--- src/rtl/console_pkg.sv ---
// register map decoded on the full 32-bit address with the peripheral at base zero
package console_pkg;

  // bus widths shared by the AXI4-Lite port and the internal register bus
  localparam int unsigned ADDR_W     = 32;
  localparam int unsigned DATA_W     = 32;
  localparam int unsigned DATA_BYTES = DATA_W / 8;
  localparam int unsigned CHAR_W     = 8;

  // each status field is half a data word
  localparam int unsigned STATUS_FIELD_W = 16;

  typedef logic [ADDR_W-1:0]     addr_t;
  typedef logic [DATA_W-1:0]     data_t;
  typedef logic [DATA_BYTES-1:0] strb_t;
  typedef logic [CHAR_W-1:0]     char_t;

  // only the two response codes this slave can produce
  typedef enum logic [1:0] {
    resp_okay   = 2'b00,
    resp_slverr = 2'b10
  } resp_t;

  // write-only character register, reads back as zero
  localparam addr_t TXDATA_ADDR = 32'h0000_0000;

  // read-only status, fill level in 15:0 and pending lines in 31:16
  localparam addr_t STATUS_ADDR = 32'h0000_0004;

  // this byte closes a line and releases it to the character port
  localparam char_t NEWLINE_CHAR = 8'h0A;

endpackage

--- src/rtl/reg_bus_if.sv ---
// single-access register bus, the slave must answer in the same cycle as valid
`timescale 1ns/1ps

interface reg_bus_if;

  // request side, driven by the bridge
  logic                valid;
  logic                write;
  console_pkg::addr_t  addr;
  console_pkg::data_t  wdata;
  console_pkg::strb_t  wstrb;

  // response side, driven by the register block
  logic                ready;
  console_pkg::data_t  rdata;
  logic                error;

  // the bridge issues one access at a time and samples the answer on valid and ready
  modport bridge (
    output valid,
    output write,
    output addr,
    output wdata,
    output wstrb,
    input  ready,
    input  rdata,
    input  error
  );

  // the register block answers combinationally
  modport regs (
    input  valid,
    input  write,
    input  addr,
    input  wdata,
    input  wstrb,
    output ready,
    output rdata,
    output error
  );

endinterface

--- src/rtl/line_buf_if.sv ---
// buffer pop port, BUF_DEPTH must be a power of two between 2 and 32768
`timescale 1ns/1ps

interface line_buf_if #(
  parameter int unsigned BUF_DEPTH = 16
);

  // wide enough to hold a fill level of BUF_DEPTH itself
  localparam int unsigned FILL_W = $clog2(BUF_DEPTH) + 1;

  // oldest byte in the buffer, valid while nonempty is high
  console_pkg::char_t head_char;
  logic               nonempty;
  // at least one newline is sitting in the buffer
  logic               line_pending;
  // removes head_char at the next edge
  logic               pop;

  modport regs (
    output head_char,
    output nonempty,
    output line_pending,
    input  pop
  );

  modport drain (
    input  head_char,
    input  nonempty,
    input  line_pending,
    output pop
  );

endinterface

--- src/rtl/axi_lite_to_reg.sv ---
// one outstanding AXI4-Lite transaction, no bursts, IDs or protection, writes win over reads
`timescale 1ns/1ps

module axi_lite_to_reg (
  input  logic                clk_i,
  input  logic                rst_ni,
  // write address channel
  input  logic                awvalid_i,
  output logic                awready_o,
  input  console_pkg::addr_t  awaddr_i,
  // write data channel
  input  logic                wvalid_i,
  output logic                wready_o,
  input  console_pkg::data_t  wdata_i,
  input  console_pkg::strb_t  wstrb_i,
  // write response channel
  output logic                bvalid_o,
  input  logic                bready_i,
  output console_pkg::resp_t  bresp_o,
  // read address channel
  input  logic                arvalid_i,
  output logic                arready_o,
  input  console_pkg::addr_t  araddr_i,
  // read data channel
  output logic                rvalid_o,
  input  logic                rready_i,
  output console_pkg::data_t  rdata_o,
  output console_pkg::resp_t  rresp_o,
  // register bus towards the register block
  reg_bus_if.bridge           bus
);

  // idle covers both waiting for channels and the access cycle itself
  typedef enum logic [1:0] {
    st_idle,
    st_bresp,
    st_rresp
  } state_e;

  state_e              state_q;
  logic                aw_full_q;
  logic                w_full_q;
  logic                ar_full_q;
  console_pkg::addr_t  awaddr_q;
  console_pkg::addr_t  araddr_q;
  console_pkg::data_t  wdata_q;
  console_pkg::strb_t  wstrb_q;
  console_pkg::resp_t  resp_q;
  console_pkg::data_t  rdata_q;
  logic                wr_go;
  logic                rd_go;
  logic                access_done;

  // each address and data slot takes one beat and stays closed until its access is done
  assign awready_o = (state_q == st_idle) && !aw_full_q;
  assign wready_o  = (state_q == st_idle) && !w_full_q;
  assign arready_o = (state_q == st_idle) && !ar_full_q;

  // a complete write always goes before a waiting read
  assign wr_go = (state_q == st_idle) && aw_full_q && w_full_q;
  assign rd_go = (state_q == st_idle) && ar_full_q && !wr_go;

  assign bus.valid = wr_go || rd_go;
  assign bus.write = wr_go;
  assign bus.addr  = wr_go ? awaddr_q : araddr_q;
  assign bus.wdata = wdata_q;
  // strobes are masked on reads so nothing is ever appended by accident
  assign bus.wstrb = wr_go ? wstrb_q : '0;

  assign access_done = bus.valid && bus.ready;

  // the response registers feed both response channels, only one is ever valid
  assign bvalid_o = (state_q == st_bresp);
  assign rvalid_o = (state_q == st_rresp);
  assign bresp_o  = resp_q;
  assign rresp_o  = resp_q;
  assign rdata_o  = rdata_q;

  // slot flags and the transaction state
  always_ff @(posedge clk_i) begin
    if (!rst_ni) begin
      state_q   <= st_idle;
      aw_full_q <= 1'b0;
      w_full_q  <= 1'b0;
      ar_full_q <= 1'b0;
    end else begin
      if (awvalid_i && awready_o) begin
        aw_full_q <= 1'b1;
      end
      if (wvalid_i && wready_o) begin
        w_full_q <= 1'b1;
      end
      if (arvalid_i && arready_o) begin
        ar_full_q <= 1'b1;
      end
      case (state_q)
        st_idle: begin
          // the consumed slots free up as the response phase starts
          if (access_done && wr_go) begin
            aw_full_q <= 1'b0;
            w_full_q  <= 1'b0;
            state_q   <= st_bresp;
          end else if (access_done) begin
            ar_full_q <= 1'b0;
            state_q   <= st_rresp;
          end
        end
        st_bresp: begin
          if (bready_i) begin
            state_q <= st_idle;
          end
        end
        st_rresp: begin
          if (rready_i) begin
            state_q <= st_idle;
          end
        end
        default: begin
          state_q <= st_idle;
        end
      endcase
    end
  end

  // request and response payload
  always_ff @(posedge clk_i) begin
    if (awvalid_i && awready_o) begin
      awaddr_q <= awaddr_i;
    end
    if (wvalid_i && wready_o) begin
      wdata_q <= wdata_i;
      wstrb_q <= wstrb_i;
    end
    if (arvalid_i && arready_o) begin
      araddr_q <= araddr_i;
    end
    // held unchanged while the response waits for its ready
    if (access_done) begin
      resp_q  <= bus.error ? console_pkg::resp_slverr : console_pkg::resp_okay;
      rdata_q <= bus.rdata;
    end
  end

endmodule

--- src/rtl/console_regs.sv ---
// BUF_DEPTH must be a power of two from 2 to 32768, a write that does not fit is refused whole
`timescale 1ns/1ps

module console_regs #(
  parameter int unsigned BUF_DEPTH = 16
) (
  input  logic     clk_i,
  input  logic     rst_ni,
  reg_bus_if.regs  bus,
  line_buf_if.regs buf_port
);

  localparam int unsigned PTR_W  = $clog2(BUF_DEPTH);
  localparam int unsigned FILL_W = buf_port.FILL_W;
  // enough bits to count every lane of one word
  localparam int unsigned CNT_W  = $clog2(console_pkg::DATA_BYTES + 1);

  console_pkg::char_t mem_q [BUF_DEPTH];
  logic [PTR_W-1:0]   wr_ptr_q;
  logic [PTR_W-1:0]   rd_ptr_q;
  logic [FILL_W-1:0]  fill_q;
  logic [FILL_W-1:0]  pending_q;
  logic [FILL_W-1:0]  free_after;
  console_pkg::char_t lane_char [console_pkg::DATA_BYTES];
  logic [PTR_W-1:0]   lane_ptr [console_pkg::DATA_BYTES];
  logic [CNT_W-1:0]   n_strb;
  logic [CNT_W-1:0]   n_nl;
  logic               is_tx;
  logic               is_status;
  logic               fits;
  logic               do_write;
  logic               pop_nl;

  assign is_tx     = (bus.addr == console_pkg::TXDATA_ADDR);
  assign is_status = (bus.addr == console_pkg::STATUS_ADDR);

  // each strobed lane lands in the slot after the strobed lanes below it
  always_comb begin
    n_strb = '0;
    n_nl   = '0;
    for (int i = 0; i < console_pkg::DATA_BYTES; i++) begin
      lane_char[i] = bus.wdata[8*i +: 8];
      lane_ptr[i]  = wr_ptr_q + PTR_W'(n_strb);
      if (bus.wstrb[i]) begin
        n_strb = n_strb + CNT_W'(1);
        if (lane_char[i] == console_pkg::NEWLINE_CHAR) begin
          n_nl = n_nl + CNT_W'(1);
        end
      end
    end
  end

  // a byte popped in this cycle already counts as free space
  assign free_after = FILL_W'(BUF_DEPTH) - fill_q + FILL_W'(buf_port.pop);
  assign fits       = (32'(n_strb) <= 32'(free_after));
  assign do_write   = bus.valid && bus.write && is_tx && fits;

  // every access is answered in its own cycle
  assign bus.ready = 1'b1;

  always_comb begin
    if (bus.write) begin
      // only the character register takes writes, and only if all lanes fit
      bus.error = !(is_tx && fits);
    end else begin
      bus.error = !(is_tx || is_status);
    end
  end

  // Status fields are zero-extended to 16 bits each.
  assign bus.rdata = (!bus.write && is_status) ?
                     {console_pkg::STATUS_FIELD_W'(pending_q),
                      console_pkg::STATUS_FIELD_W'(fill_q)} : '0;

  // buffer storage, several lanes may land in one edge at distinct slots
  always_ff @(posedge clk_i) begin
    for (int i = 0; i < console_pkg::DATA_BYTES; i++) begin
      if (do_write && bus.wstrb[i]) begin
        mem_q[lane_ptr[i]] <= lane_char[i];
      end
    end
  end

  assign buf_port.head_char    = mem_q[rd_ptr_q];
  assign buf_port.nonempty     = (fill_q != '0);
  assign buf_port.line_pending = (pending_q != '0);

  // a popped newline closes one pending line
  assign pop_nl = buf_port.pop && (buf_port.head_char == console_pkg::NEWLINE_CHAR);

  // pointers wrap on their own because the depth is a power of two
  always_ff @(posedge clk_i) begin
    if (!rst_ni) begin
      wr_ptr_q  <= '0;
      rd_ptr_q  <= '0;
      fill_q    <= '0;
      pending_q <= '0;
    end else begin
      if (do_write) begin
        wr_ptr_q <= wr_ptr_q + PTR_W'(n_strb);
      end
      if (buf_port.pop) begin
        rd_ptr_q <= rd_ptr_q + PTR_W'(1);
      end
      // push and pop can meet in one edge, both counts take the net change
      fill_q    <= fill_q + (do_write ? FILL_W'(n_strb) : '0) - FILL_W'(buf_port.pop);
      pending_q <= pending_q + (do_write ? FILL_W'(n_nl) : '0) - FILL_W'(pop_nl);
    end
  end

endmodule

--- src/rtl/console_line_out.sv ---
// releases bytes only while a whole line is buffered, one character per accepted cycle
`timescale 1ns/1ps

module console_line_out (
  input  logic                clk_i,
  input  logic                rst_ni,
  line_buf_if.drain           buf_port,
  output logic                char_valid_o,
  output console_pkg::char_t  char_o,
  output logic                line_end_o,
  input  logic                char_ready_i
);

  logic               valid_q;
  console_pkg::char_t char_q;
  logic               end_q;
  logic               load;

  // the output register refills when it is empty or its character leaves this cycle
  assign load = buf_port.line_pending && buf_port.nonempty && (!valid_q || char_ready_i);

  // every load takes the head byte out of the buffer
  assign buf_port.pop = load;

  // valid and the line end marker
  always_ff @(posedge clk_i) begin
    if (!rst_ni) begin
      valid_q <= 1'b0;
      end_q   <= 1'b0;
    end else if (load) begin
      valid_q <= 1'b1;
      end_q   <= (buf_port.head_char == console_pkg::NEWLINE_CHAR);
    end else if (char_ready_i) begin
      // the last character left and no complete line is waiting
      valid_q <= 1'b0;
      end_q   <= 1'b0;
    end
  end

  // character payload, held while the consumer stalls
  always_ff @(posedge clk_i) begin
    if (load) begin
      char_q <= buf_port.head_char;
    end
  end

  assign char_valid_o = valid_q;
  assign char_o       = char_q;
  assign line_end_o   = end_q;

endmodule

--- src/rtl/console_top.sv ---
// AXI4-Lite console, BUF_DEPTH a power of two from 2 to 32768, base address zero
`timescale 1ns/1ps

module console_top #(
  parameter int unsigned BUF_DEPTH = 16
) (
  input  logic                clk_i,
  input  logic                rst_ni,
  // AXI4-Lite slave
  input  logic                awvalid_i,
  output logic                awready_o,
  input  console_pkg::addr_t  awaddr_i,
  input  logic                wvalid_i,
  output logic                wready_o,
  input  console_pkg::data_t  wdata_i,
  input  console_pkg::strb_t  wstrb_i,
  output logic                bvalid_o,
  input  logic                bready_i,
  output console_pkg::resp_t  bresp_o,
  input  logic                arvalid_i,
  output logic                arready_o,
  input  console_pkg::addr_t  araddr_i,
  output logic                rvalid_o,
  input  logic                rready_i,
  output console_pkg::data_t  rdata_o,
  output console_pkg::resp_t  rresp_o,
  // character stream
  output logic                char_valid_o,
  output console_pkg::char_t  char_o,
  output logic                line_end_o,
  input  logic                char_ready_i
);

  reg_bus_if rbus ();
  line_buf_if #(.BUF_DEPTH(BUF_DEPTH)) lbuf ();

  // decode, AXI beats to single register accesses
  axi_lite_to_reg u_bridge (
    .clk_i     (clk_i),
    .rst_ni    (rst_ni),
    .awvalid_i (awvalid_i),
    .awready_o (awready_o),
    .awaddr_i  (awaddr_i),
    .wvalid_i  (wvalid_i),
    .wready_o  (wready_o),
    .wdata_i   (wdata_i),
    .wstrb_i   (wstrb_i),
    .bvalid_o  (bvalid_o),
    .bready_i  (bready_i),
    .bresp_o   (bresp_o),
    .arvalid_i (arvalid_i),
    .arready_o (arready_o),
    .araddr_i  (araddr_i),
    .rvalid_o  (rvalid_o),
    .rready_i  (rready_i),
    .rdata_o   (rdata_o),
    .rresp_o   (rresp_o),
    .bus       (rbus)
  );

  // execute, byte buffer and status
  console_regs #(
    .BUF_DEPTH (BUF_DEPTH)
  ) u_regs (
    .clk_i    (clk_i),
    .rst_ni   (rst_ni),
    .bus      (rbus),
    .buf_port (lbuf)
  );

  // result, complete lines out to the character port
  console_line_out u_line_out (
    .clk_i        (clk_i),
    .rst_ni       (rst_ni),
    .buf_port     (lbuf),
    .char_valid_o (char_valid_o),
    .char_o       (char_o),
    .line_end_o   (line_end_o),
    .char_ready_i (char_ready_i)
  );

endmodule

--- config.mk ---
export PLATFORM = sky130hd
export DESIGN_NAME = console_top
export DESIGN_NICKNAME = d
export VERILOG_FILES = /design/src/rtl/console_pkg.sv /design/src/rtl/reg_bus_if.sv /design/src/rtl/line_buf_if.sv /design/src/rtl/axi_lite_to_reg.sv /design/src/rtl/console_regs.sv /design/src/rtl/console_line_out.sv /design/src/rtl/console_top.sv
export SDC_FILE = /design/constraint.sdc
export NUM_CORES = 1
export LEC_CHECK = 0
export ABC_AREA = 1
export BUFFER_PORTS_ARGS = -buffer_cell sky130_fd_sc_hd__buf_2
export CORE_ASPECT_RATIO = 0.8
export CORE_MARGIN = 2
export CORE_UTILIZATION = 42
export DETAILED_ROUTE_END_ITERATION = 8
export GPL_TIMING_DRIVEN = 0
export PLACE_DENSITY_LB_ADDON = 0.1
export SYNTH_ARGS = -nofsm -noshare
export SYNTH_HDL_FRONTEND = slang
export SYNTH_SLANG_ARGS = --single-unit
--- constraint.sdc ---
create_clock -name clk_i -period 6.2 [get_ports clk_i]
set_input_delay 0.62 -clock clk_i [delete_from_list [all_inputs] [get_ports clk_i]]
set_output_delay 0.62 -clock clk_i [all_outputs]
set_load 0.01 [all_outputs]
==> impl_results.md <==
* Design area at 20050 um^2
* Port bufs at 134
* Skew-Pair Late Insertion Delay at 0.58 ns
* Critical path endpoint category: flip-flop
* Final TNS setup at 0 ns
* CP max FO at 10
* GP Congestion at 1.094
* Required @ worst endpoint at 6.39 ns
* Initial antenna violation count at 2
* Minimum clock period at 5.802 ns
* DRC viols at 0
* CORE AREA at 41660 um^2
* R2R Path Start: u_bridge.wstrb_q[1]$_DFFE_PP_
* HP Class: input pin to flip-flop
* Async S/R FF share, synth at 0
* Remaining global-route overflow at 0
* Prevailing post-synth register cell: edfxtp_1
* RSZ-0062 raised after global routing: no
* Post-CTS Setup Bufs at 0
* Synth Instances at 2357
* Status: complete, no violations
* CTS hold repair buffers at 0
* Initial Utilization at 0.4233
* First-pass GRT wire length at 113200 um
* DR pass1 iterations at 6
* EDFF count, synth at 247
* Sequential area share after synthesis at 0.4535
* Max-slew violations at 0
* Startpoint types: flip-flop
* Critical-path top delay cell: o211ai_1
* CTS HTree Levels at 1
* Pwr per Cell Area at 240.7 nW/um^2
* Routed WL at 80330 um
* Worst Max-Slew Pin Slew at 1.306 ns
* Max Cap Viol at 0
* Mapped Area at 17630 um^2
* Leak at 0.008976 uW
* Syn. warnings at 0
* DIE HEIGHT at 187.3 um
* Area grow syn2layout at 13.71%
* Max_slew headroom at 0.1296
* Max clock buf depth at 3
* HPWL Detailed at 62620 um
* CP delay by family, top: simple AND/OR/NAND/NOR gates
* IO Pins at 159
* Max Fclk at 0.1723 GHz
* Vias in the first global route at 16080
* Library cells used by synthesis at 40
* Final #Nets at 2694
* Clk Tree Root Cell: clkbuf_16
* Post-placement cell count at 3069
* Die Footprint at 43650 um^2
* Reg clk slew, reported paths at 0.07 ns
* CP max stage delay at 0.73 ns
* Num CTS Buffers at 29
* Largest net degree at the start of global routing at 38
* Starting DRT DRC Count at 3080
* CP cell instances: clkbuf_1 > inv_1 > nor2_1 > nor2_1 > nor2_1 > xor2_1 > ha_1 > inv_1 > nor2_1 > ha_1 > a21oi_1 > o21ai_0 > nand2_1 > nor2_1 > nor2_4 > nand3_4 > nor2_4 > buf_2 > nand3_1 > o211ai_1
* Synthesized flop and latch total at 276
* Period Utilization, post-route at 0.9359
* CP most frequent cell: nor2_1
* GRT Resource Usage Total at 0.3656
* Cell area after placement at 19110 um^2
* TritonCTS clock tree: done
* Final hold violation count at 0
* Critical path class: flip-flop to flip-flop
* CP Launch Point: u_bridge.wstrb_q[1]$_DFFE_PP_
* Avg Cell Area, Syn at 7.482 um^2
* Hold Crit Start: araddr_i[7]
* Routed length per placed instance at 25.73 um
* Arrival @ worst endpoint at 5.99 ns
* Row count at 67
* Layout cells sized above 1 at 0.1004
* Finish-stage setup viols at 0
* VDD IR max at 0.2373 mV
* Clk sink count at 276
* Die width at 233.1 um
* Vias per inst at 5.795
* WP buf/inv at 4
* Post-route ant nets at 0
* Finished Layout Cells at 3122
* Clk_skew at 0.01709 ns
* Vias at 18090
routing by layer:
metal / vias to the layer above / wire [um] / share of wire / GRT usage
met5: - / 14 / 0.00017 / 0
met4: 2 / 3074 / 0.038 / 0.1188
met3: 174 / 11740 / 0.15 / 0.1223
met2: 1268 / 30910 / 0.38 / 0.4820
met1: 8456 / 34590 / 0.43 / 0.5525
li1: 8192 / - / - / -
cells in the mapped netlist (5+ instances only):
master    count  area, um^2
nand4_1     131       819.5
dfxtp_1      29       580.6
nand3_1     217        1086
o21ai_0     139       695.7
xor2_1        6       52.55
ha_1         33       412.9
nor3_1       12       60.06
clkinv_1     13       48.80
o211ai_1     27       202.7
inv_1       251       942.2
buf_2        20       100.1
edfxtp_1    247        7417
nand2_1     635        2384
nor2_1      291        1092
o221ai_1     11       96.34
inv_2         5       18.77
xnor2_1       5       43.79
buf_1        14       52.55
fa_1          5       100.1
a21oi_1      89       445.4
nand3_2       7       70.07
clkbuf_1    100       375.4
nor2_2        5       31.28
buf_4        28       210.2
state kept, by name (all words and copies together) (netlist names), 2 cells and up, named ones only:
signal / flops
u_bridge.rdata_o: 10
u_bridge.araddr_q: 32
u_regs.pending_q: 5
u_bridge.wstrb_q: 4
u_bridge.state_q: 2
u_regs.mem_q: 128
u_regs.fill_q: 5
u_bridge.bus.wdata: 32
u_bridge.awaddr_q: 32
u_regs.wr_ptr_q: 4
u_regs.rd_ptr_q: 4
u_line_out.char_o: 8
kinds of logic after synthesis:
kind of cell / count (synthesis) / synth area share
AND/OR/NAND/NOR: 1318 / 0.3241
buffers and inverters: 433 / 0.1004
AO/OA/AOI/OAI: 278 / 0.08592
flip-flops: 276 / 0.4535
adder cells (fa/ha/maj): 38 / 0.02909
XOR/XNOR: 11 / 0.005463
multiplexers: 2 / 0.001277
other: 1 / 0.0002127
where the power goes:
part / internal (uW) / switching [uW] / total [uW] / leakage, uW
Clock: 1000 / 724 / 1720 / 0.000458
Combinational: 191 / 695 / 886 / 0.00601
Sequential: 2170 / 42.9 / 2220 / 0.00251
Total: 3360 / 1460 / 4830 / 0.00898
area by class of cell:
| type | count | area (um^2) |
|---|---|---|
| antenna | 1 | 2.502 |
| buffer | 164 | 760.7 |
| clock buffer | 36 | 762.0 |
| clock inverter | 16 | 173.9 |
| fill | 4229 | 21610 |
| inverter | 269 | 1010 |
| multi-input combinational | 1672 | 7961 |
| sequential | 276 | 7998 |
| tap | 552 | 690.7 |
| timing repair buffer | 136 | 693.2 |
metrics by stage:
| stage | setup slack, ns | power [uW] | hold WS [ns] | utilization |
|---|---|---|---|---|
| final | 0.3976 | 4827 | 0.2097 | 0.4813 |
| after global routing | 0.01685 | 4961 | 0.1902 | 0.4812 |
| after CTS | 0.5222 | 4796 | 0.1871 | 0.4812 |
| after detailed placement | 0.5208 | 3081 | 0.4663 | 0.4588 |
| after global placement | 0.5610 | 3076 | 0.4670 | 0.4581 |
| after floorplan | 1.863 | 2656 | 0.4363 | - |
final timing paths:
kind	to	slack, ns	cells past startpoint
hold reg to reg	flip-flop	0.47	2
setup reg to reg	u_regs.mem_q[7][7]$_DFFE_PP_	0.40	20
setup / recovery	u_regs.mem_q[7][7]$_DFFE_PP_	0.40	20
hold / removal	u_bridge.araddr_q[7]$_DFFE_PP_	0.21	1
cell usage in the layout (no fill, tap or decap), types with 11 or more instances in the layout:
cell type  count
nand4_1      131
a21oi_1       89
nand3_1      217
nor3_1        12
conb_1        25
buf_4         28
o211ai_1      27
clkbuf_16     29
ha_1          33
dfxtp_1       29
buf_2        154
nand2_1      635
buf_1         14
nor2_1       291
o21ai_0      139
clkbuf_1     106
edfxtp_1     247
inv_1        250
clkinv_1      18
o221ai_1      11
what timing repair did:
action	in CTS	in global routing
endpoints found under the setup margin	0	7
hold endpoints to repair	0	0
gates resized for setup	0	0
Power figures use the tool's default switching activity.
